==> src/verilog/segre_pkg.sv <==
`default_nettype none

package segre_pkg;

    // Bus and line geometry
    localparam int WORD_SIZE             = 32;
    localparam int WORD_BYTES            = WORD_SIZE / 8;
    localparam int CACHE_LINE_SIZE_BYTES = 16;
    localparam int WORDS_PER_LINE        = CACHE_LINE_SIZE_BYTES / WORD_BYTES;
    localparam int LINE_OFFSET_BITS      = $clog2(CACHE_LINE_SIZE_BYTES);
    localparam int BYTE_SEL_BITS         = $clog2(WORD_BYTES);
    localparam int WORD_SEL_BITS         = $clog2(WORDS_PER_LINE);

    // Backing store, anything at or above MEM_BYTES is rejected
    localparam int MEM_BYTES     = 1024;
    localparam int MEM_ADDR_BITS = $clog2(MEM_BYTES);

    // Cycles the memory needs per line request
    localparam int REQUEST_DURATION = 9;
    localparam int MEM_CNT_BITS     = $clog2(REQUEST_DURATION + 1);

    localparam int REQ_FIFO_DEPTH = 4;
    localparam int FIFO_PTR_BITS  = $clog2(REQ_FIFO_DEPTH);
    localparam int FIFO_CNT_BITS  = $clog2(REQ_FIFO_DEPTH + 1);

    // Byte at address a powers up as a[7:0] ^ PRELOAD_XOR
    localparam logic [7:0] PRELOAD_XOR = 8'h5a;

    typedef logic [FIFO_PTR_BITS-1:0] fifo_ptr_t;
    typedef logic [FIFO_CNT_BITS-1:0] fifo_cnt_t;
    typedef logic [MEM_ADDR_BITS-1:0] mem_addr_t;
    typedef logic [MEM_CNT_BITS-1:0]  mem_cnt_t;

    typedef enum logic {
        MEM_RD,
        MEM_WR
    } mem_op_e;

endpackage

`default_nettype wire
==> src/verilog/mem_req_if.sv <==
`timescale 1ns/1ps
`default_nettype none

// One cache-line request, valid/ready handshake
interface mem_req_if;

    logic                                             valid;
    logic                                             ready;
    segre_pkg::mem_op_e                               op;
    logic [segre_pkg::WORD_SIZE-1:0]                  addr;
    logic [segre_pkg::CACHE_LINE_SIZE_BYTES-1:0][7:0] data;
    logic [segre_pkg::CACHE_LINE_SIZE_BYTES-1:0]      byte_en;

    modport sender (
        output valid,
        output op,
        output addr,
        output data,
        output byte_en,
        input  ready
    );

    modport receiver (
        input  valid,
        input  op,
        input  addr,
        input  data,
        input  byte_en,
        output ready
    );

endinterface

`default_nettype wire

==> src/verilog/mem_req_fifo.sv <==
`timescale 1ns/1ps
`default_nettype none

module mem_req_fifo (
    input wire          clk_i,
    input wire          rst_n_i,
    mem_req_if.receiver push_i,
    mem_req_if.sender   pop_o
);

    segre_pkg::mem_op_e                               op_q    [segre_pkg::REQ_FIFO_DEPTH];
    logic [segre_pkg::WORD_SIZE-1:0]                  addr_q  [segre_pkg::REQ_FIFO_DEPTH];
    logic [segre_pkg::CACHE_LINE_SIZE_BYTES-1:0][7:0] data_q  [segre_pkg::REQ_FIFO_DEPTH];
    logic [segre_pkg::CACHE_LINE_SIZE_BYTES-1:0]      be_q    [segre_pkg::REQ_FIFO_DEPTH];

    segre_pkg::fifo_ptr_t wr_ptr;
    segre_pkg::fifo_ptr_t rd_ptr;
    segre_pkg::fifo_cnt_t count;
    logic                 do_push;
    logic                 do_pop;

    function automatic segre_pkg::fifo_ptr_t next_ptr(input segre_pkg::fifo_ptr_t ptr);
        if (ptr == segre_pkg::fifo_ptr_t'(segre_pkg::REQ_FIFO_DEPTH - 1)) begin
            return '0;
        end
        return ptr + 1'b1;
    endfunction

    assign push_i.ready = count != segre_pkg::fifo_cnt_t'(segre_pkg::REQ_FIFO_DEPTH);
    assign do_push      = push_i.valid && push_i.ready;
    assign do_pop       = pop_o.valid && pop_o.ready;

    // Oldest entry is always on the output
    assign pop_o.valid   = count != '0;
    assign pop_o.op      = op_q[rd_ptr];
    assign pop_o.addr    = addr_q[rd_ptr];
    assign pop_o.data    = data_q[rd_ptr];
    assign pop_o.byte_en = be_q[rd_ptr];

    always_ff @(posedge clk_i) begin
        if (!rst_n_i) begin
            wr_ptr <= '0;
            rd_ptr <= '0;
            count  <= '0;
        end else begin
            if (do_push) begin
                wr_ptr <= next_ptr(wr_ptr);
            end
            if (do_pop) begin
                rd_ptr <= next_ptr(rd_ptr);
            end
            if (do_push && !do_pop) begin
                count <= count + 1'b1;
            end else if (do_pop && !do_push) begin
                count <= count - 1'b1;
            end
        end
    end

    always_ff @(posedge clk_i) begin
        if (do_push) begin
            op_q[wr_ptr]   <= push_i.op;
            addr_q[wr_ptr] <= push_i.addr;
            data_q[wr_ptr] <= push_i.data;
            be_q[wr_ptr]   <= push_i.byte_en;
        end
    end

    count_in_range: assert property (@(posedge clk_i) disable iff (!rst_n_i)
        count <= segre_pkg::fifo_cnt_t'(segre_pkg::REQ_FIFO_DEPTH));

    // A stalled push must wait unchanged for the next edge
    push_held_when_full: assert property (@(posedge clk_i) disable iff (!rst_n_i)
        push_i.valid && !push_i.ready |=>
            push_i.valid && $stable(push_i.op) && $stable(push_i.addr));

endmodule

`default_nettype wire

==> src/flat_wrapper.sv <==
// flat-port wrapper written by rule: the top's interface ports become plain ports
module mem_req_fifo_flat 
  (clk_i, rst_n_i, push_i_valid, push_i_op, push_i_addr, push_i_data, push_i_byte_en, push_i_ready, pop_o_valid, pop_o_op, pop_o_addr, pop_o_data, pop_o_byte_en, pop_o_ready);
  mem_req_if push_i_i ();
  mem_req_if pop_o_i ();
  input wire clk_i;
  input wire rst_n_i;
  input wire logic [$bits(push_i_i.valid)-1:0] push_i_valid;
  input wire logic [$bits(push_i_i.op)-1:0] push_i_op;
  input wire logic [$bits(push_i_i.addr)-1:0] push_i_addr;
  input wire logic [$bits(push_i_i.data)-1:0] push_i_data;
  input wire logic [$bits(push_i_i.byte_en)-1:0] push_i_byte_en;
  output wire logic [$bits(push_i_i.ready)-1:0] push_i_ready;
  output wire logic [$bits(pop_o_i.valid)-1:0] pop_o_valid;
  output wire logic [$bits(pop_o_i.op)-1:0] pop_o_op;
  output wire logic [$bits(pop_o_i.addr)-1:0] pop_o_addr;
  output wire logic [$bits(pop_o_i.data)-1:0] pop_o_data;
  output wire logic [$bits(pop_o_i.byte_en)-1:0] pop_o_byte_en;
  input wire logic [$bits(pop_o_i.ready)-1:0] pop_o_ready;
  assign push_i_i.valid = push_i_valid;
  assign push_i_i.op = push_i_op;
  assign push_i_i.addr = push_i_addr;
  assign push_i_i.data = push_i_data;
  assign push_i_i.byte_en = push_i_byte_en;
  assign push_i_ready = push_i_i.ready;
  assign pop_o_valid = pop_o_i.valid;
  assign pop_o_op = pop_o_i.op;
  assign pop_o_addr = pop_o_i.addr;
  assign pop_o_data = pop_o_i.data;
  assign pop_o_byte_en = pop_o_i.byte_en;
  assign pop_o_i.ready = pop_o_ready;
  mem_req_fifo u_core (.clk_i(clk_i), .rst_n_i(rst_n_i), .push_i(push_i_i), .pop_o(pop_o_i));
endmodule
==> config.mk <==
export PLATFORM = sky130hd
export DESIGN_NAME = mem_req_fifo_flat
export DESIGN_NICKNAME = d
export VERILOG_FILES = /design/src/verilog/segre_pkg.sv /design/src/verilog/mem_req_if.sv /design/src/verilog/mem_req_fifo.sv /design/src/flat_wrapper.sv
export SDC_FILE = /design/constraint.sdc
export NUM_CORES = 1
export LEC_CHECK = 0
export BUFFER_PORTS_ARGS = -buffer_cell sky130_fd_sc_hd__buf_4
export CAP_MARGIN = 40
export CORE_MARGIN = 3
export CORE_UTILIZATION = 51
export DETAILED_ROUTE_END_ITERATION = 8
export GPL_TIMING_DRIVEN = 1
export PLACE_DENSITY = 0.81
export SYNTH_ARGS = -nofsm -noshare
export SYNTH_HDL_FRONTEND = slang
export SYNTH_SLANG_ARGS = --single-unit
export TNS_END_PERCENT = 100
==> constraint.sdc <==
create_clock -name clk_i -period 5.1 [get_ports clk_i]
set_input_delay 0.51 -clock clk_i [delete_from_list [all_inputs] [get_ports clk_i]]
set_output_delay 0.51 -clock clk_i [all_outputs]
set_load 0.02 [all_outputs]
# --- Yosys cells after proc, flatten, opt, wreduce, memory -nomap -nowiden ---
# Memory sizes are Yosys's and may differ from the RTL's. A register that Yosys moved wholly into a read port is not among the register bits.
# Index checks and enable logic that the tools add are counted.
op_classes:
  addsub: 4
  eq_ne: 3
  mux: 22
  n_reduce_logical: 8
ops:
  columns: ["op", "n"]
  rows:
  - ["$mux 2", 12]
  - ["$mux 1", 8]
  - ["$mux 3", 2]
  - ["$add 2x1->2 const B", 2]
  - ["$eq 2x2->1 const B", 2]
  - ["$logic_and 1x1->1", 4]
  - ["$add 3x1->3 const B", 1]
  - ["$ne 3x3->1 const B", 1]
  - ["$reduce_bool 3->1", 1]
  - ["$sub 3x1->3 const B", 1]
  - ["$logic_not 1->1", 2]
  - ["$reduce_bool 2->1", 1]
word_totals:
  ff_bits: 7
  ramBits: 708
  input_bits: 181
  output_inout_bits: 179
  word_cells: 44
  mem_count: 4
mem_list:
  columns: ["memory", "words", "word_bits", "rd", "rd_ports_with_merged_regs", "write_ports", "line_no", "rtl"]
  rows:
  - ["u_core.data_q", 4, 128, 1, 1, 1, "mem_req_fifo.sv:13", "logic [segre_pkg::CACHE_LINE_SIZE_BYTES-1:0][7:0] data_q [segre_pkg::REQ_FIFO_DEPTH];"]
  - ["u_core.addr_q", 4, 32, 1, 1, 1, "mem_req_fifo.sv:12", "logic [segre_pkg::WORD_SIZE-1:0] addr_q [segre_pkg::REQ_FIFO_DEPTH];"]
  - ["u_core.be_q", 4, 16, 1, 1, 1, "mem_req_fifo.sv:14", "logic [segre_pkg::CACHE_LINE_SIZE_BYTES-1:0] be_q [segre_pkg::REQ_FIFO_DEPTH];"]
  - ["u_core.op_q", 4, 1, 1, 1, 1, "mem_req_fifo.sv:11", "segre_pkg::mem_op_e op_q [segre_pkg::REQ_FIFO_DEPTH];"]

# --- Depth between registers and ports, before layout ---
logic_depth:
  depth_word: 7
  depth_mapped: 9
  ltp_nobuf: 8

# --- Worst setup path before layout ---
# No wires, ideal clock.
synth_timing:
  kind: "reg2reg"
  startpoint: "register u_core.count[0]"
  endpoint: "memory u_core.addr_q[0][0] in the netlist's numbering, enable pin"
  setup_time_ns: 0.560
  arrival_ns: 4.861
  required_ns: 4.540
  path_slack_ns: -0.321
  path_stages_with_launch: 4
  cell_sequence: "dfxtp_1 or3b_1 clkbuf_2 and3_1"
synth_between:
  elab_chain_len: 4
synth_lines:
  columns: ["item", "line_no", "rtl"]
  rows:
  - ["start: declaration", "mem_req_fifo.sv:18", "segre_pkg::fifo_cnt_t count;"]
  - ["start signal: assignment", "mem_req_fifo.sv:53", "count <= count + 1'b1;"]
  - ["start signal: assignment", "mem_req_fifo.sv:55", "count <= count - 1'b1;"]
  - ["$ne 3x3->1", "mem_req_fifo.sv:29", "assign push_i.ready = count != segre_pkg::fifo_cnt_t'(segre_pkg::REQ_FIFO_DEPTH);"]
  - ["via push_i_ready", "flat_wrapper.sv:13", "output wire logic [$bits(push_i_i.ready)-1:0] push_i_ready;"]
  - ["$logic_and 1x1->1", "mem_req_fifo.sv:30", "assign do_push = push_i.valid && push_i.ready;"]
  - ["$mux 1", "mem_req_fifo.sv:61", "if (do_push) begin"]
  - ["$mux 1 (not written as such)", "mem_req_fifo.sv:63", "addr_q[wr_ptr] <= push_i.addr;"]
  - ["end: declaration", "mem_req_fifo.sv:12", null]
# The timed path passes the listed nets, and every way through them passes these cells.

==> results.yml <==
run_status:
  status: "finished clean"
worst_setup_path:
  crit_path_top_delay_cell: "dfxtp_4"
  r2r-end: "u_core.count[2]"
  cp_common_cell: "buf_12"
  crit_cells: 4
  endpoint_kind: "primary output"
  cp_num_buf_inv: 3
  reg2reg_depth: 7
  ff2ff_setup_slack_ns: 2.50
  crit_required_ns: 4.59
  cp_top_family: "buffers and inverters"
  crit_end: "pop_o_byte_en[3]"
  cp_slowest_stage_delay_ns: 0.61
  crit_arrival_ns: 2.63
  start_kind: "flip-flop"
  critPathKind: "reg2out"
  cp_max_fo: 35
  rr_startpoint: "u_core.count[0]"
  crit_chain: "buf_12 -> buf_12 -> mux4_2 -> buf_4"
synth:
  yosysWarnings: 0
  ys_ff_latch: 717
  syn_inst: 976
  syn_area_per_cell_um2: 26.66
  syn-cell-area_um2: 26020
  ys_seq_area_share_pct: 82.40
  yosysUniqueCellTypes: 26
  syn-num-nets: 1164
min_path:
  hp-class: "in2reg"
clock_network:
  cts_max_level: 3
  clockBufferDepth: 3
  clk_pin_slew_ns: 0.06
  ctsHoldBuffers: 0
  cts_made_buffers: 72
  clk_latency_ns: 0.60
  cts_resized: 0
  tritoncts: "yes"
  clock-root-buffer: "clkbuf_16"
  cts_setup_buffers: 0
  cts.sinks: 717
floorplanning:
  die_x_um: 231.9
  initial_core_util_pct: 51.75
  io_pins: 360
  die-area_um2: 53760
  fp-row-count: 82
  die_h_um: 231.9
  core_area_um2: 50270
routing:
  drtIter0Drc: 800
  vias: 11740
  drtAntennaViolNets: 0
  avgViaCountPerCell: 5.542
  drt_pre_antenna_iters: 4
  drc_errors: 0
  wirelength_um: 51240
  wl_per_cell_um: 24.19
finish:
  fin_nets: 1573
  final_common_cell: "edfxtp_1"
  fillers: 3303
  final_cell_mix: "edfxtp_1, buf_4, mux4_2"
  drive_above_1_share_pct: 46.60
  syn_to_final_growth_pct: 22.85
  final_util_pct: 63.58
global_routing:
  grt_pass1_wl_um: 77630
  grt_start_max_net_pins: 102
  overflow: 0
  grt_usage_pct: 19.41
  grt_pass1_vias: 12660
  antenna_found_initial: 6
sta:
  setup_viol: 0
  tns_ns: 0
  period_needed_ns: 3.140
  rsz0062_at_grt: "false"
  finalMaxSlewViolations: 0
  worst_slew_pin_slew_ns: 0.8730
  skew_ns: 0.02332
  slew_headroom_pct: 41.31
  min_period_over_period_pct: 61.58
  finalHoldViolCount: 0
  fmax_mhz: 318.4
power_and_ir_drop:
  irDropWorstVdd_v: 0.0005152
  p_leak_nw: 10.66
  powerDensity_nw_per_um2: 520.0
place:
  place_hpwl_um: 30430
  io_buffers: 359
  gp_congestion: 0.7257
run:
  maxCapViolCount: 0
-- worst reg2reg max path: stages, from the launching register on --
cell,delay [ns]
dfxtp_1,0.37
o31ai_1,0.76
ha_1,0.33
inv_1,0.07
fa_1,0.38
xor2_1,0.18
or3_1,0.30
a21boi_0,0.15
-- flip-flops by register name, summed over array words and instances, names as in the netlist, named ones only --
name and cells:
u_core.be_q 64, u_core.op_q 4, u_core.wr_ptr 2, u_core.count 3, u_core.rd_ptr 2, u_core.data_q 512
u_core.addr_q 128
-- area by class of cell --
cell class | count | area (um2) | area share, %
multi-input combinational | 214 | 4284 | 13.40
inverter | 3 | 11.26 | 0.03523
timing repair buffer | 377 | 2968 | 9.285
clock inverter | 45 | 504.2 | 1.578
clock buffer | 86 | 1897 | 5.934
sequential | 717 | 21450 | 67.10
tap | 672 | 840.8 | 2.631
antenna | 4 | 10.01 | 0.03132
-- synth_stat cells (all sizes together) --
cell    count  share of area, %
a21boi      1             0.029
nand3       2             0.038
dfxtp       9              0.69
o31ai       1             0.029
nor2        2             0.029
mux4      177                15
xor2        1             0.034
inv         3             0.043
or3b        1             0.034
buf        35               1.1
nand4       1             0.024
or3         2             0.048
ha          6              0.29
mux2i       2             0.077
nand2       5             0.072
and2        2             0.058
nor2b       1             0.024
xnor2       1             0.034
edfxtp    708                82
and3        4             0.096
o21ai       4             0.077
fa          1             0.077
clkbuf      7              0.11
-- stage by stage --
stage	std cells	instance area, um2	worst slack (ns)	hold WS, ns	total power [mW]
6_report	2118	31960	1.960	0.1054	16.62
3_3_place_gp	1982	29530	2.397	0.4805	11.43
4_1_cts	2114	31950	1.844	0.06233	16.83
5_1_grt	2117	31960	1.744	0.06456	17.27
2_1_floorplan	976	26020	1.715	0.4677	9.930
3_5_place_dp	1983	29550	2.505	0.5012	11.53
-- report_power, final --
part | internal (mW) | switching, mW
sequential | 7.14 | 0.204
clock | 3.18 | 2.10
combinational | 1.83 | 2.16
-- how the worst min path moves through the flow --
| stage | from | endpoint | cells after the start |
|---|---|---|---|
| floorplan | u_core.wr_ptr[1] | u_core.wr_ptr[1] | 2 |
| global placement | u_core.wr_ptr[1] | u_core.wr_ptr[1] | 2 |
| detailed placement | u_core.wr_ptr[1] | u_core.wr_ptr[1] | 2 |
| CTS | push_i_data[82] | u_core.data_q[2][82] | 1 |
| global route | push_i_data[20] | u_core.data_q[3][20] | 1 |
| finish | push_i_data[21] | u_core.data_q[0][21] | 1 |
-- cell families after synthesis --
group                    after synthesis  synth area share (%)
AO/OA/AOI/OAI                          6                0.1347
XOR/XNOR                               2               0.06734
adder cells (fa/ha/maj)                7                0.3655
buffers and inverters                 45                 1.207
flip-flops                           717                 82.40
multiplexers                         179                 15.40
AND/OR/NAND/NOR                       20                0.4232
-- metal layers --
layer / share of wire [%] / vias up / GRT usage (%)
met4: 3.0 / 2 / 6.797
met5: 0.039 / - / 0
met3: 8.2 / 99 / 6.869
met2: 50 / 397 / 30.91
li1: - / 5060 / -
met1: 38 / 6181 / 25.14
No activity file was read; power rests on OpenSTA's default activity.
