--- src/verilog/segre_pkg.sv ---
`default_nettype none

package segre_pkg;

    // Bus and line geometry
    localparam int WORD_SIZE             = 32;
    localparam int WORD_BYTES            = WORD_SIZE / 8;
    localparam int CACHE_LINE_SIZE_BYTES = 16;
    localparam int WORDS_PER_LINE        = CACHE_LINE_SIZE_BYTES / WORD_BYTES;
    localparam int LINE_OFFSET_BITS      = $clog2(CACHE_LINE_SIZE_BYTES);
    localparam int BYTE_SEL_BITS         = $clog2(WORD_BYTES);
    localparam int WORD_SEL_BITS         = $clog2(WORDS_PER_LINE);

    // Backing store, anything at or above MEM_BYTES is rejected
    localparam int MEM_BYTES     = 1024;
    localparam int MEM_ADDR_BITS = $clog2(MEM_BYTES);

    // Cycles the memory needs per line request
    localparam int REQUEST_DURATION = 9;
    localparam int MEM_CNT_BITS     = $clog2(REQUEST_DURATION + 1);

    localparam int REQ_FIFO_DEPTH = 4;
    localparam int FIFO_PTR_BITS  = $clog2(REQ_FIFO_DEPTH);
    localparam int FIFO_CNT_BITS  = $clog2(REQ_FIFO_DEPTH + 1);

    // Byte at address a powers up as a[7:0] ^ PRELOAD_XOR
    localparam logic [7:0] PRELOAD_XOR = 8'h5a;

    typedef logic [FIFO_PTR_BITS-1:0] fifo_ptr_t;
    typedef logic [FIFO_CNT_BITS-1:0] fifo_cnt_t;
    typedef logic [MEM_ADDR_BITS-1:0] mem_addr_t;
    typedef logic [MEM_CNT_BITS-1:0]  mem_cnt_t;

    typedef enum logic {
        MEM_RD,
        MEM_WR
    } mem_op_e;

endpackage

`default_nettype wire
--- src/verilog/mem_req_if.sv ---
`timescale 1ns/1ps
`default_nettype none

// One cache-line request, valid/ready handshake
interface mem_req_if;

    logic                                             valid;
    logic                                             ready;
    segre_pkg::mem_op_e                               op;
    logic [segre_pkg::WORD_SIZE-1:0]                  addr;
    logic [segre_pkg::CACHE_LINE_SIZE_BYTES-1:0][7:0] data;
    logic [segre_pkg::CACHE_LINE_SIZE_BYTES-1:0]      byte_en;

    modport sender (
        output valid,
        output op,
        output addr,
        output data,
        output byte_en,
        input  ready
    );

    modport receiver (
        input  valid,
        input  op,
        input  addr,
        input  data,
        input  byte_en,
        output ready
    );

endinterface

`default_nettype wire

--- src/verilog/apb_mem_port.sv ---
`timescale 1ns/1ps
`default_nettype none

module apb_mem_port (
    input  wire                                              clk_i,
    input  wire                                              rst_n_i,
    input  wire                                              psel_i,
    input  wire                                              penable_i,
    input  wire                                              pwrite_i,
    input  wire  [segre_pkg::WORD_SIZE-1:0]                  pwdata_i,
    input  wire  [segre_pkg::WORD_SIZE-1:0]                  paddr_i,
    input  wire  [segre_pkg::WORD_BYTES-1:0]                 pstrb_i,
    output logic                                             pready_o,
    output logic [segre_pkg::WORD_SIZE-1:0]                  prdata_o,
    output logic                                             pslverr_o,
    mem_req_if.sender                                        req_o,
    input  wire                                              rsp_valid_i,
    input  wire  [segre_pkg::CACHE_LINE_SIZE_BYTES-1:0][7:0] rsp_line_i
);

    typedef enum logic [1:0] {
        IDLE,
        WAIT_ACCEPT,
        WAIT_RSP,
        DONE
    } port_state_e;

    port_state_e state_q;
    port_state_e state_d;

    logic                                         access;
    logic                                         addr_err;
    logic                                         issue;
    logic                                         accepted;
    logic [segre_pkg::WORD_SEL_BITS-1:0]          word_sel;
    logic [segre_pkg::CACHE_LINE_SIZE_BYTES-1:0]  strb_ext;
    logic [segre_pkg::WORDS_PER_LINE-1:0][segre_pkg::WORD_SIZE-1:0] rsp_words;

    assign access   = psel_i && penable_i;
    assign addr_err = paddr_i >= segre_pkg::MEM_BYTES;
    assign word_sel = paddr_i[segre_pkg::LINE_OFFSET_BITS-1:segre_pkg::BYTE_SEL_BITS];
    assign strb_ext = {{(segre_pkg::CACHE_LINE_SIZE_BYTES - segre_pkg::WORD_BYTES){1'b0}},
                       pstrb_i};

    // Request stays up until the FIFO takes it
    assign issue    = access && !addr_err && (state_q == IDLE || state_q == WAIT_ACCEPT);
    assign accepted = issue && req_o.ready;

    assign req_o.valid = issue;
    assign req_o.op    = pwrite_i ? segre_pkg::MEM_WR : segre_pkg::MEM_RD;
    assign req_o.addr  = {paddr_i[segre_pkg::WORD_SIZE-1:segre_pkg::LINE_OFFSET_BITS],
                          {segre_pkg::LINE_OFFSET_BITS{1'b0}}};
    // Word copied into every slot, the byte enables pick the right one
    assign req_o.data    = {segre_pkg::WORDS_PER_LINE{pwdata_i}};
    assign req_o.byte_en = pwrite_i ? strb_ext << (word_sel * segre_pkg::WORD_BYTES) : '0;

    // Posted writes finish on acceptance, reads finish one cycle after the response
    assign pslverr_o = access && addr_err && state_q == IDLE;
    assign pready_o  = (state_q == DONE) || (accepted && pwrite_i) || pslverr_o;

    assign rsp_words = rsp_line_i;

    always_comb begin
        state_d = state_q;
        case (state_q)
            IDLE, WAIT_ACCEPT: begin
                if (accepted) begin
                    state_d = pwrite_i ? IDLE : WAIT_RSP;
                end else if (issue) begin
                    state_d = WAIT_ACCEPT;
                end
            end
            WAIT_RSP: begin
                if (rsp_valid_i) begin
                    state_d = DONE;
                end
            end
            DONE: begin
                state_d = IDLE;
            end
            default: begin
                state_d = IDLE;
            end
        endcase
    end

    always_ff @(posedge clk_i) begin
        if (!rst_n_i) begin
            state_q  <= IDLE;
            prdata_o <= '0;
        end else begin
            state_q <= state_d;
            if (state_q == WAIT_RSP && rsp_valid_i) begin
                prdata_o <= rsp_words[word_sel];
            end
        end
    end

    apb_enable_needs_sel: assert property (@(posedge clk_i) disable iff (!rst_n_i)
        penable_i |-> psel_i);

    // The memory answers only the single read this port has outstanding
    rsp_only_when_waiting: assert property (@(posedge clk_i) disable iff (!rst_n_i)
        rsp_valid_i |-> state_q == WAIT_RSP);

endmodule

`default_nettype wire

--- src/flat_wrapper.sv ---
// flat-port wrapper written by rule: the top's interface ports become plain ports
module apb_mem_port_flat 
  (clk_i, rst_n_i, psel_i, penable_i, pwrite_i, pwdata_i, paddr_i, pstrb_i, pready_o, prdata_o, pslverr_o, rsp_valid_i, rsp_line_i, req_o_valid, req_o_op, req_o_addr, req_o_data, req_o_byte_en, req_o_ready);
  mem_req_if req_o_i ();
  input  wire clk_i;
  input  wire rst_n_i;
  input  wire psel_i;
  input  wire penable_i;
  input  wire pwrite_i;
  input  wire  [segre_pkg::WORD_SIZE-1:0] pwdata_i;
  input  wire  [segre_pkg::WORD_SIZE-1:0] paddr_i;
  input  wire  [segre_pkg::WORD_BYTES-1:0] pstrb_i;
  output logic pready_o;
  output logic [segre_pkg::WORD_SIZE-1:0] prdata_o;
  output logic pslverr_o;
  input  wire rsp_valid_i;
  input  wire  [segre_pkg::CACHE_LINE_SIZE_BYTES-1:0][7:0] rsp_line_i;
  output wire logic [$bits(req_o_i.valid)-1:0] req_o_valid;
  output wire logic [$bits(req_o_i.op)-1:0] req_o_op;
  output wire logic [$bits(req_o_i.addr)-1:0] req_o_addr;
  output wire logic [$bits(req_o_i.data)-1:0] req_o_data;
  output wire logic [$bits(req_o_i.byte_en)-1:0] req_o_byte_en;
  input wire logic [$bits(req_o_i.ready)-1:0] req_o_ready;
  assign req_o_valid = req_o_i.valid;
  assign req_o_op = req_o_i.op;
  assign req_o_addr = req_o_i.addr;
  assign req_o_data = req_o_i.data;
  assign req_o_byte_en = req_o_i.byte_en;
  assign req_o_i.ready = req_o_ready;
  apb_mem_port u_core (.clk_i(clk_i), .rst_n_i(rst_n_i), .psel_i(psel_i), .penable_i(penable_i), .pwrite_i(pwrite_i), .pwdata_i(pwdata_i), .paddr_i(paddr_i), .pstrb_i(pstrb_i), .pready_o(pready_o), .prdata_o(prdata_o), .pslverr_o(pslverr_o), .req_o(req_o_i), .rsp_valid_i(rsp_valid_i), .rsp_line_i(rsp_line_i));
endmodule
--- config.mk ---
export PLATFORM = sky130hd
export DESIGN_NAME = apb_mem_port_flat
export DESIGN_NICKNAME = d
export VERILOG_FILES = /design/src/verilog/segre_pkg.sv /design/src/verilog/mem_req_if.sv /design/src/verilog/apb_mem_port.sv /design/src/flat_wrapper.sv
export SDC_FILE = /design/constraint.sdc
export NUM_CORES = 1
export LEC_CHECK = 0
export ABC_AREA = 1
export BUFFER_PORTS_ARGS = -buffer_cell sky130_fd_sc_hd__buf_2
export CORE_AREA = 2 2 159 161
export DETAILED_ROUTE_END_ITERATION = 6
export DIE_AREA = 0 0 161 163
export PLACE_DENSITY = 0.48
export SYNTH_ARGS = -nofsm -noshare
export SYNTH_HDL_FRONTEND = slang
export SYNTH_SLANG_ARGS = --single-unit
--- constraint.sdc ---
create_clock -name clk_i -period 1.1 [get_ports clk_i]
set_input_delay 0.22 -clock clk_i [delete_from_list [all_inputs] [get_ports clk_i]]
set_output_delay 0.22 -clock clk_i [all_outputs]
set_load 0.1 [all_outputs]
### Yosys cells after proc, flatten, opt, wreduce, memory -nomap -nowiden

Cells that the tools add are included.

| storage, ports and cells | value |
|---|---|
| register bits | 34 |
| input port bits | 203 |
| output and inout port bits | 212 |
| word-level logic and storage cells | 34 |

| operators by class | value |
|---|---|
| $lt $le $gt $ge | 2 |
| equality and inequality tests | 5 |
| shift-type cells | 1 |
| muxes and demuxes | 9 |
| reductions and logical operators | 15 |

Operators with widths:

| kind | number |
|---|---|
| 32-bit binary-select mux with 2-bit select | 1 |
| 32-bit by 11-bit >= comparator with 1-bit output (second input constant) | 1 |
| 32-bit 2-to-1 mux | 1 |
| 16-bit 2-to-1 mux | 1 |
| 4-bit by 4-bit left shift with 16-bit output | 1 |
| 1-bit logical AND | 8 |
| 2-bit 2-to-1 mux | 4 |
| 2-bit case mux with 3 select lines | 1 |
| 2-bit equality test (second input constant) | 2 |
| 1-bit logical OR | 3 |
| 2-bit by 3-bit < comparator with 1-bit output (second input constant) | 1 |
| 3-bit by 1-bit != test with 1-bit output (second input constant) | 1 |
| 2-bit by 1-bit equality test with 1-bit output (second input constant) | 1 |
| 2-bit zero test | 1 |
| 2-bit != test (second input constant) | 1 |
| 2-bit AND reduction | 1 |
| 2-bit OR reduction | 1 |
| 1-bit zero test | 1 |
| 1-bit 2-to-1 mux | 1 |

### Logic depth before layout (Yosys ltp)

| logic depth | value |
|---|---|
| depth after elaboration | 8 |
| gate-level depth with buffers | 8 |
| gate-level depth less buffers | 8 |

### Worst setup path after synthesis

No wires, ideal clock.

| timing path | value |
|---|---|
| kind | input port to output port |
| start point | input port paddr_i[26] in the netlist's numbering |
| end point | output port pready_o |
| arrival time | 2.787 ns |
| required time | 0.880 ns |
| slack | -1.907 ns |
| stages on the path | 7 |
| cells stage by stage | nor2_1 > nand2_1 > nor2_1 > nand2_1 > nor2_1 > nand3_1 > o21ai_0 |

| on the way | value |
|---|---|
| word-level cells in the longest chain between the ends | 8 |
| elaborated cells between the ends (all ways) | 10 |
| classes of those cells | order compare: 1; reduce/logical: 9 |

Ends and longest elaborated chain:

| what | line | RTL |
|---|---|---|
| start, declared | flat_wrapper.sv:11 | `input wire [segre_pkg::WORD_SIZE-1:0] paddr_i;` |
| 32-bit by 11-bit >= comparator with 1-bit output (*) | apb_mem_port.sv:40 | `assign addr_err = paddr_i >= segre_pkg::MEM_BYTES;` |
| 1-bit zero test | apb_mem_port.sv:46 | `assign issue = access && !addr_err && (state_q == IDLE \|\| state_q == WAIT_ACCEPT);` |
| 1-bit logical AND (2 in a row) | apb_mem_port.sv:46 |  |
| 1-bit logical AND | apb_mem_port.sv:47 | `assign accepted = issue && req_o.ready;` |
| 1-bit logical AND | apb_mem_port.sv:59 | `assign pready_o = (state_q == DONE) \|\| (accepted && pwrite_i) \|\| pslverr_o;` |
| 1-bit logical OR | apb_mem_port.sv:59 |  |
| 1-bit logical OR (*) | apb_mem_port.sv:59 |  |
| end, declared | flat_wrapper.sv:13 | `output logic pready_o;` |

Mark *: on every way between the ends. The rest lies on a longest branch, timed or not.

### Final worst setup path

| timing path | value |
|---|---|
| start point | input port paddr_i[10] in the netlist's numbering |
| end point | output port pready_o |

The elaborated chain is that of the path after synthesis.

==> results.sh <==
export IMPL_rsz0062_at_grt="yes"
export IMPL_die_width_um=161
export IMPL_dr_pass1_iters=4
export IMPL_postLayoutSetupSlackWorst_ns=-0.530
export IMPL_fp_dieH_um=163
export IMPL_startpoint_type="input pin"
export IMPL_core_um2=24700
export IMPL_r2r_end="u_core.prdata_o[23]$_SDFFE_PN0P_"
export IMPL_drt_iter0_drc=119
export IMPL_ys_types=24
export IMPL_crit_chain="buf_6 > or2_1 > nor2_2 > nand3_2 > nand2_2 > clkinvlp_4 > a21oi_2 > o21ai_4 > buf_12"
export IMPL_die_area_um2=26200
export IMPL_antenna_cells=0
export IMPL_ir_drop_v=0.000546
export IMPL_worstPathArrival_ns=1.41
export IMPL_wl_met1_mm=6.07
export IMPL_cts_tree="built"
export IMPL_slowest_delay_ns=0.23
export IMPL_cts_max_level=2
export IMPL_hold_slack_ns=0.203
export IMPL_root_buffer="clkbuf_16"
export IMPL_crit_path_max_fanout=2
export IMPL_wire_per_inst_um=14.8
export IMPL_min_to="u_core.state_q[1]$_SDFFE_PN0P_"
export IMPL_place_gp_congestion=0.741
export IMPL_gr_total_overflow=0
export IMPL_cts_buffers=5
export IMPL_grt_use_total=0.115
export IMPL_syn_to_final_growth_pct=81.8
export IMPL_fmax_mhz=614
export IMPL_r2r_start="u_core.state_q[1]$_SDFFE_PN0P_"
export IMPL_hp_class="in -> reg"
export IMPL_cts_clk_slew_worst_paths_ns=0.06
export IMPL_antenna_found_initial=0
export IMPL_wl_met3_mm=1.14
export IMPL_hp_start="req_o_ready"
export IMPL_postCtsHoldBufs=0
export IMPL_syn_avg_cell_area_um2=6.36
export IMPL_r2r_slack_ns=-0.28
export IMPL_worst_clock_skew_ns=0.00627
export IMPL_hold_viol=0
export IMPL_period_needed_ns=1.63
export IMPL_highest_layer="met4"
export IMPL_ys_seq_elements=34
export IMPL_final_cells=1068
export IMPL_nFillCells=2639
export IMPL_seq_area_frac_synth=0.178
export IMPL_dp_cells=1027
export IMPL_finalSetupViolations=49
export IMPL_ant_nets=0
export IMPL_finalNetCount=940
export IMPL_wirelength_mm=15.8
export IMPL_cap_violations=0
export IMPL_seq_area_um2=722
export IMPL_power_density_nw_per_um2=678
export IMPL_grt_pass1_wl_mm=23.0
export IMPL_drc=0
export IMPL_portBuffers=236
export IMPL_failed_checks="negative setup slack"
export IMPL_maxSlewViolCount=0
export IMPL_min_path_cells=3
export IMPL_grt_pass1_vias=3959
export IMPL_initial_core_util=0.155
export IMPL_synthesis_area_um2=3820
export IMPL_crit_type="in -> out"
export IMPL_insertion_delay_ns=0.29
export IMPL_fin_crit_sh=1.48
export IMPL_r2r_cells=10
export IMPL_row_count=58
export IMPL_synth_warnings=0
export IMPL_status="finished with violations"
export IMPL_cp_required_ns=0.88
export IMPL_power_leakage_uw=0.00310
export IMPL_crit_path_end_kind="output port"
export IMPL_multi_input_area_um2=2020
export IMPL_fin_area_um2=6950
export IMPL_grt_max_degree=56
export IMPL_cts_sinks=34
export IMPL_hpwl_mm=10.9
export IMPL_place_area_um2=5850
export IMPL_drive_gt1_frac=0.626
export IMPL_ios=415
export IMPL_wl_met2_mm=8.06
export IMPL_vias=4148
export IMPL_cts_max_path_buffers=2
export IMPL_vias_per_cell=3.88
export IMPL_syn_inst=601
export IMPL_slowest_stage="or2_1"
-- placed cells by master (no fill, tap or decap), types with 2 or more instances in the layout --
cell type	count
o21ai_1	14
nand3_2	3
a21oi_4	9
dfxtp_2	33
nand2_2	3
nand4_1	2
buf_6	5
nor2_4	22
o21ai_2	19
nor2_2	6
o21ai_0	31
nor2_1	110
nand2_4	6
conb_1	4
buf_4	56
o32ai_1	32
buf_12	90
a21oi_2	22
buf_8	4
clkinvlp_4	2
nand2_1	9
clkbuf_16	6
nand2_8	4
buf_2	157
buf_16	7
inv_1	66
a21oi_1	4
-- registers in the layout (all words and copies together), names as in the netlist --
register / cells
u_core.prdata_o: 32
u_core.state_q: 2
-- synth_stat cells --
library cell    n  share of area
clkbuf_2        2         0.0026
clkinv_1        1        0.00098
o21ai_0        33          0.043
nor2_4          1         0.0029
buf_2          12          0.016
nand3_1         3         0.0039
buf_6          10          0.029
nand4_1         2         0.0033
o21ai_1        32          0.042
nor2_1        136           0.13
nand3_2         1         0.0026
dfxtp_1        34           0.18
clkbuf_1        7         0.0069
buf_4         162           0.32
a21oi_1        35          0.046
nor2_2          1         0.0016
or2_2           1         0.0016
nand2_1        22          0.022
or2_0           1         0.0016
inv_1          69          0.068
buf_1           1        0.00098
o32ai_1        32          0.073
inv_2           2         0.0020
conb_1          1        0.00098
-- layer usage --
layer | vias to the layer above | GRT usage
li1 | 2033 | -
met1 | 1898 | 0.136
met2 | 165 | 0.201
met3 | 52 | 0.0260
met4 | 0 | 0.0479
met5 | - | 0
-- repair_timing --
| action | CTS | global route |
|---|---|---|
| gates resized for setup | 96 | 33 |
| pin swaps | 29 | 23 |
| cloned | 10 | 1 |
| endpoints found under the setup margin | 53 | 53 |
| buffers inserted | 15 | 11 |
-- stage by stage --
step / setup slack, ns / total power (µW) / setup TNS (ns) / util
floorplan: -0.857 / 4630 / -6.45 / -
global placement: -0.571 / 3070 / -11.07 / 0.237
detailed placement: -0.579 / 3080 / -11.29 / 0.237
CTS: -0.489 / 4770 / -14.15 / 0.275
global route: -0.642 / 4990 / -13.12 / 0.282
finish: -0.530 / 4710 / -9.54 / 0.282
-- power breakdown --
| group | internal [µW] | switching (µW) | total, µW |
|---|---|---|---|
| Clock | 899 | 631 | 1530 |
| Sequential | 1230 | 0.0000335 | 1230 |
| Combinational | 806 | 1150 | 1950 |
| Total | 2930 | 1780 | 4710 |
-- cells by family (layout without fill, tap and decap cells) --
logic type	count (synthesis)	in the layout	synth area share
and+or+nand+nor	168	168	0.173
other	1	4	0.000980
DFF	34	34	0.178
buffers and inverters	266	400	0.444
AOI/OAI and AO/OA	132	132	0.204
-- worst max path at each step --
stage	start	slack [ns]	endpoint
final	paddr_i[10]	-0.53	pready_o
after global placement	paddr_i[31]	-0.57	pready_o
after detailed placement	paddr_i[31]	-0.58	pready_o
after CTS	u_core.state_q[1]$_SDFFE_PN0P_	-0.49	pready_o
after floorplan	paddr_i[11]	-0.86	pready_o
after global routing	paddr_i[10]	-0.64	pready_o
-- worst max-delay path, delay by kind of cell --
| family | cells | cell delay [ns] |
|---|---|---|
| AND/OR/NAND/NOR | 4 | 0.59 |
| buffers and inverters | 3 | 0.34 |
| AO/OA/AOI/OAI | 2 | 0.24 |
-- cell type report --
type / count / area share
timing repair buffer: 320 / 0.481
multi-input combinational: 304 / 0.291
sequential: 34 / 0.104
tap: 330 / 0.0594
inverter: 72 / 0.0434
clock buffer: 6 / 0.0200
clock inverter: 2 / 0.00180
No activity file was read; power rests on OpenSTA's default activity.
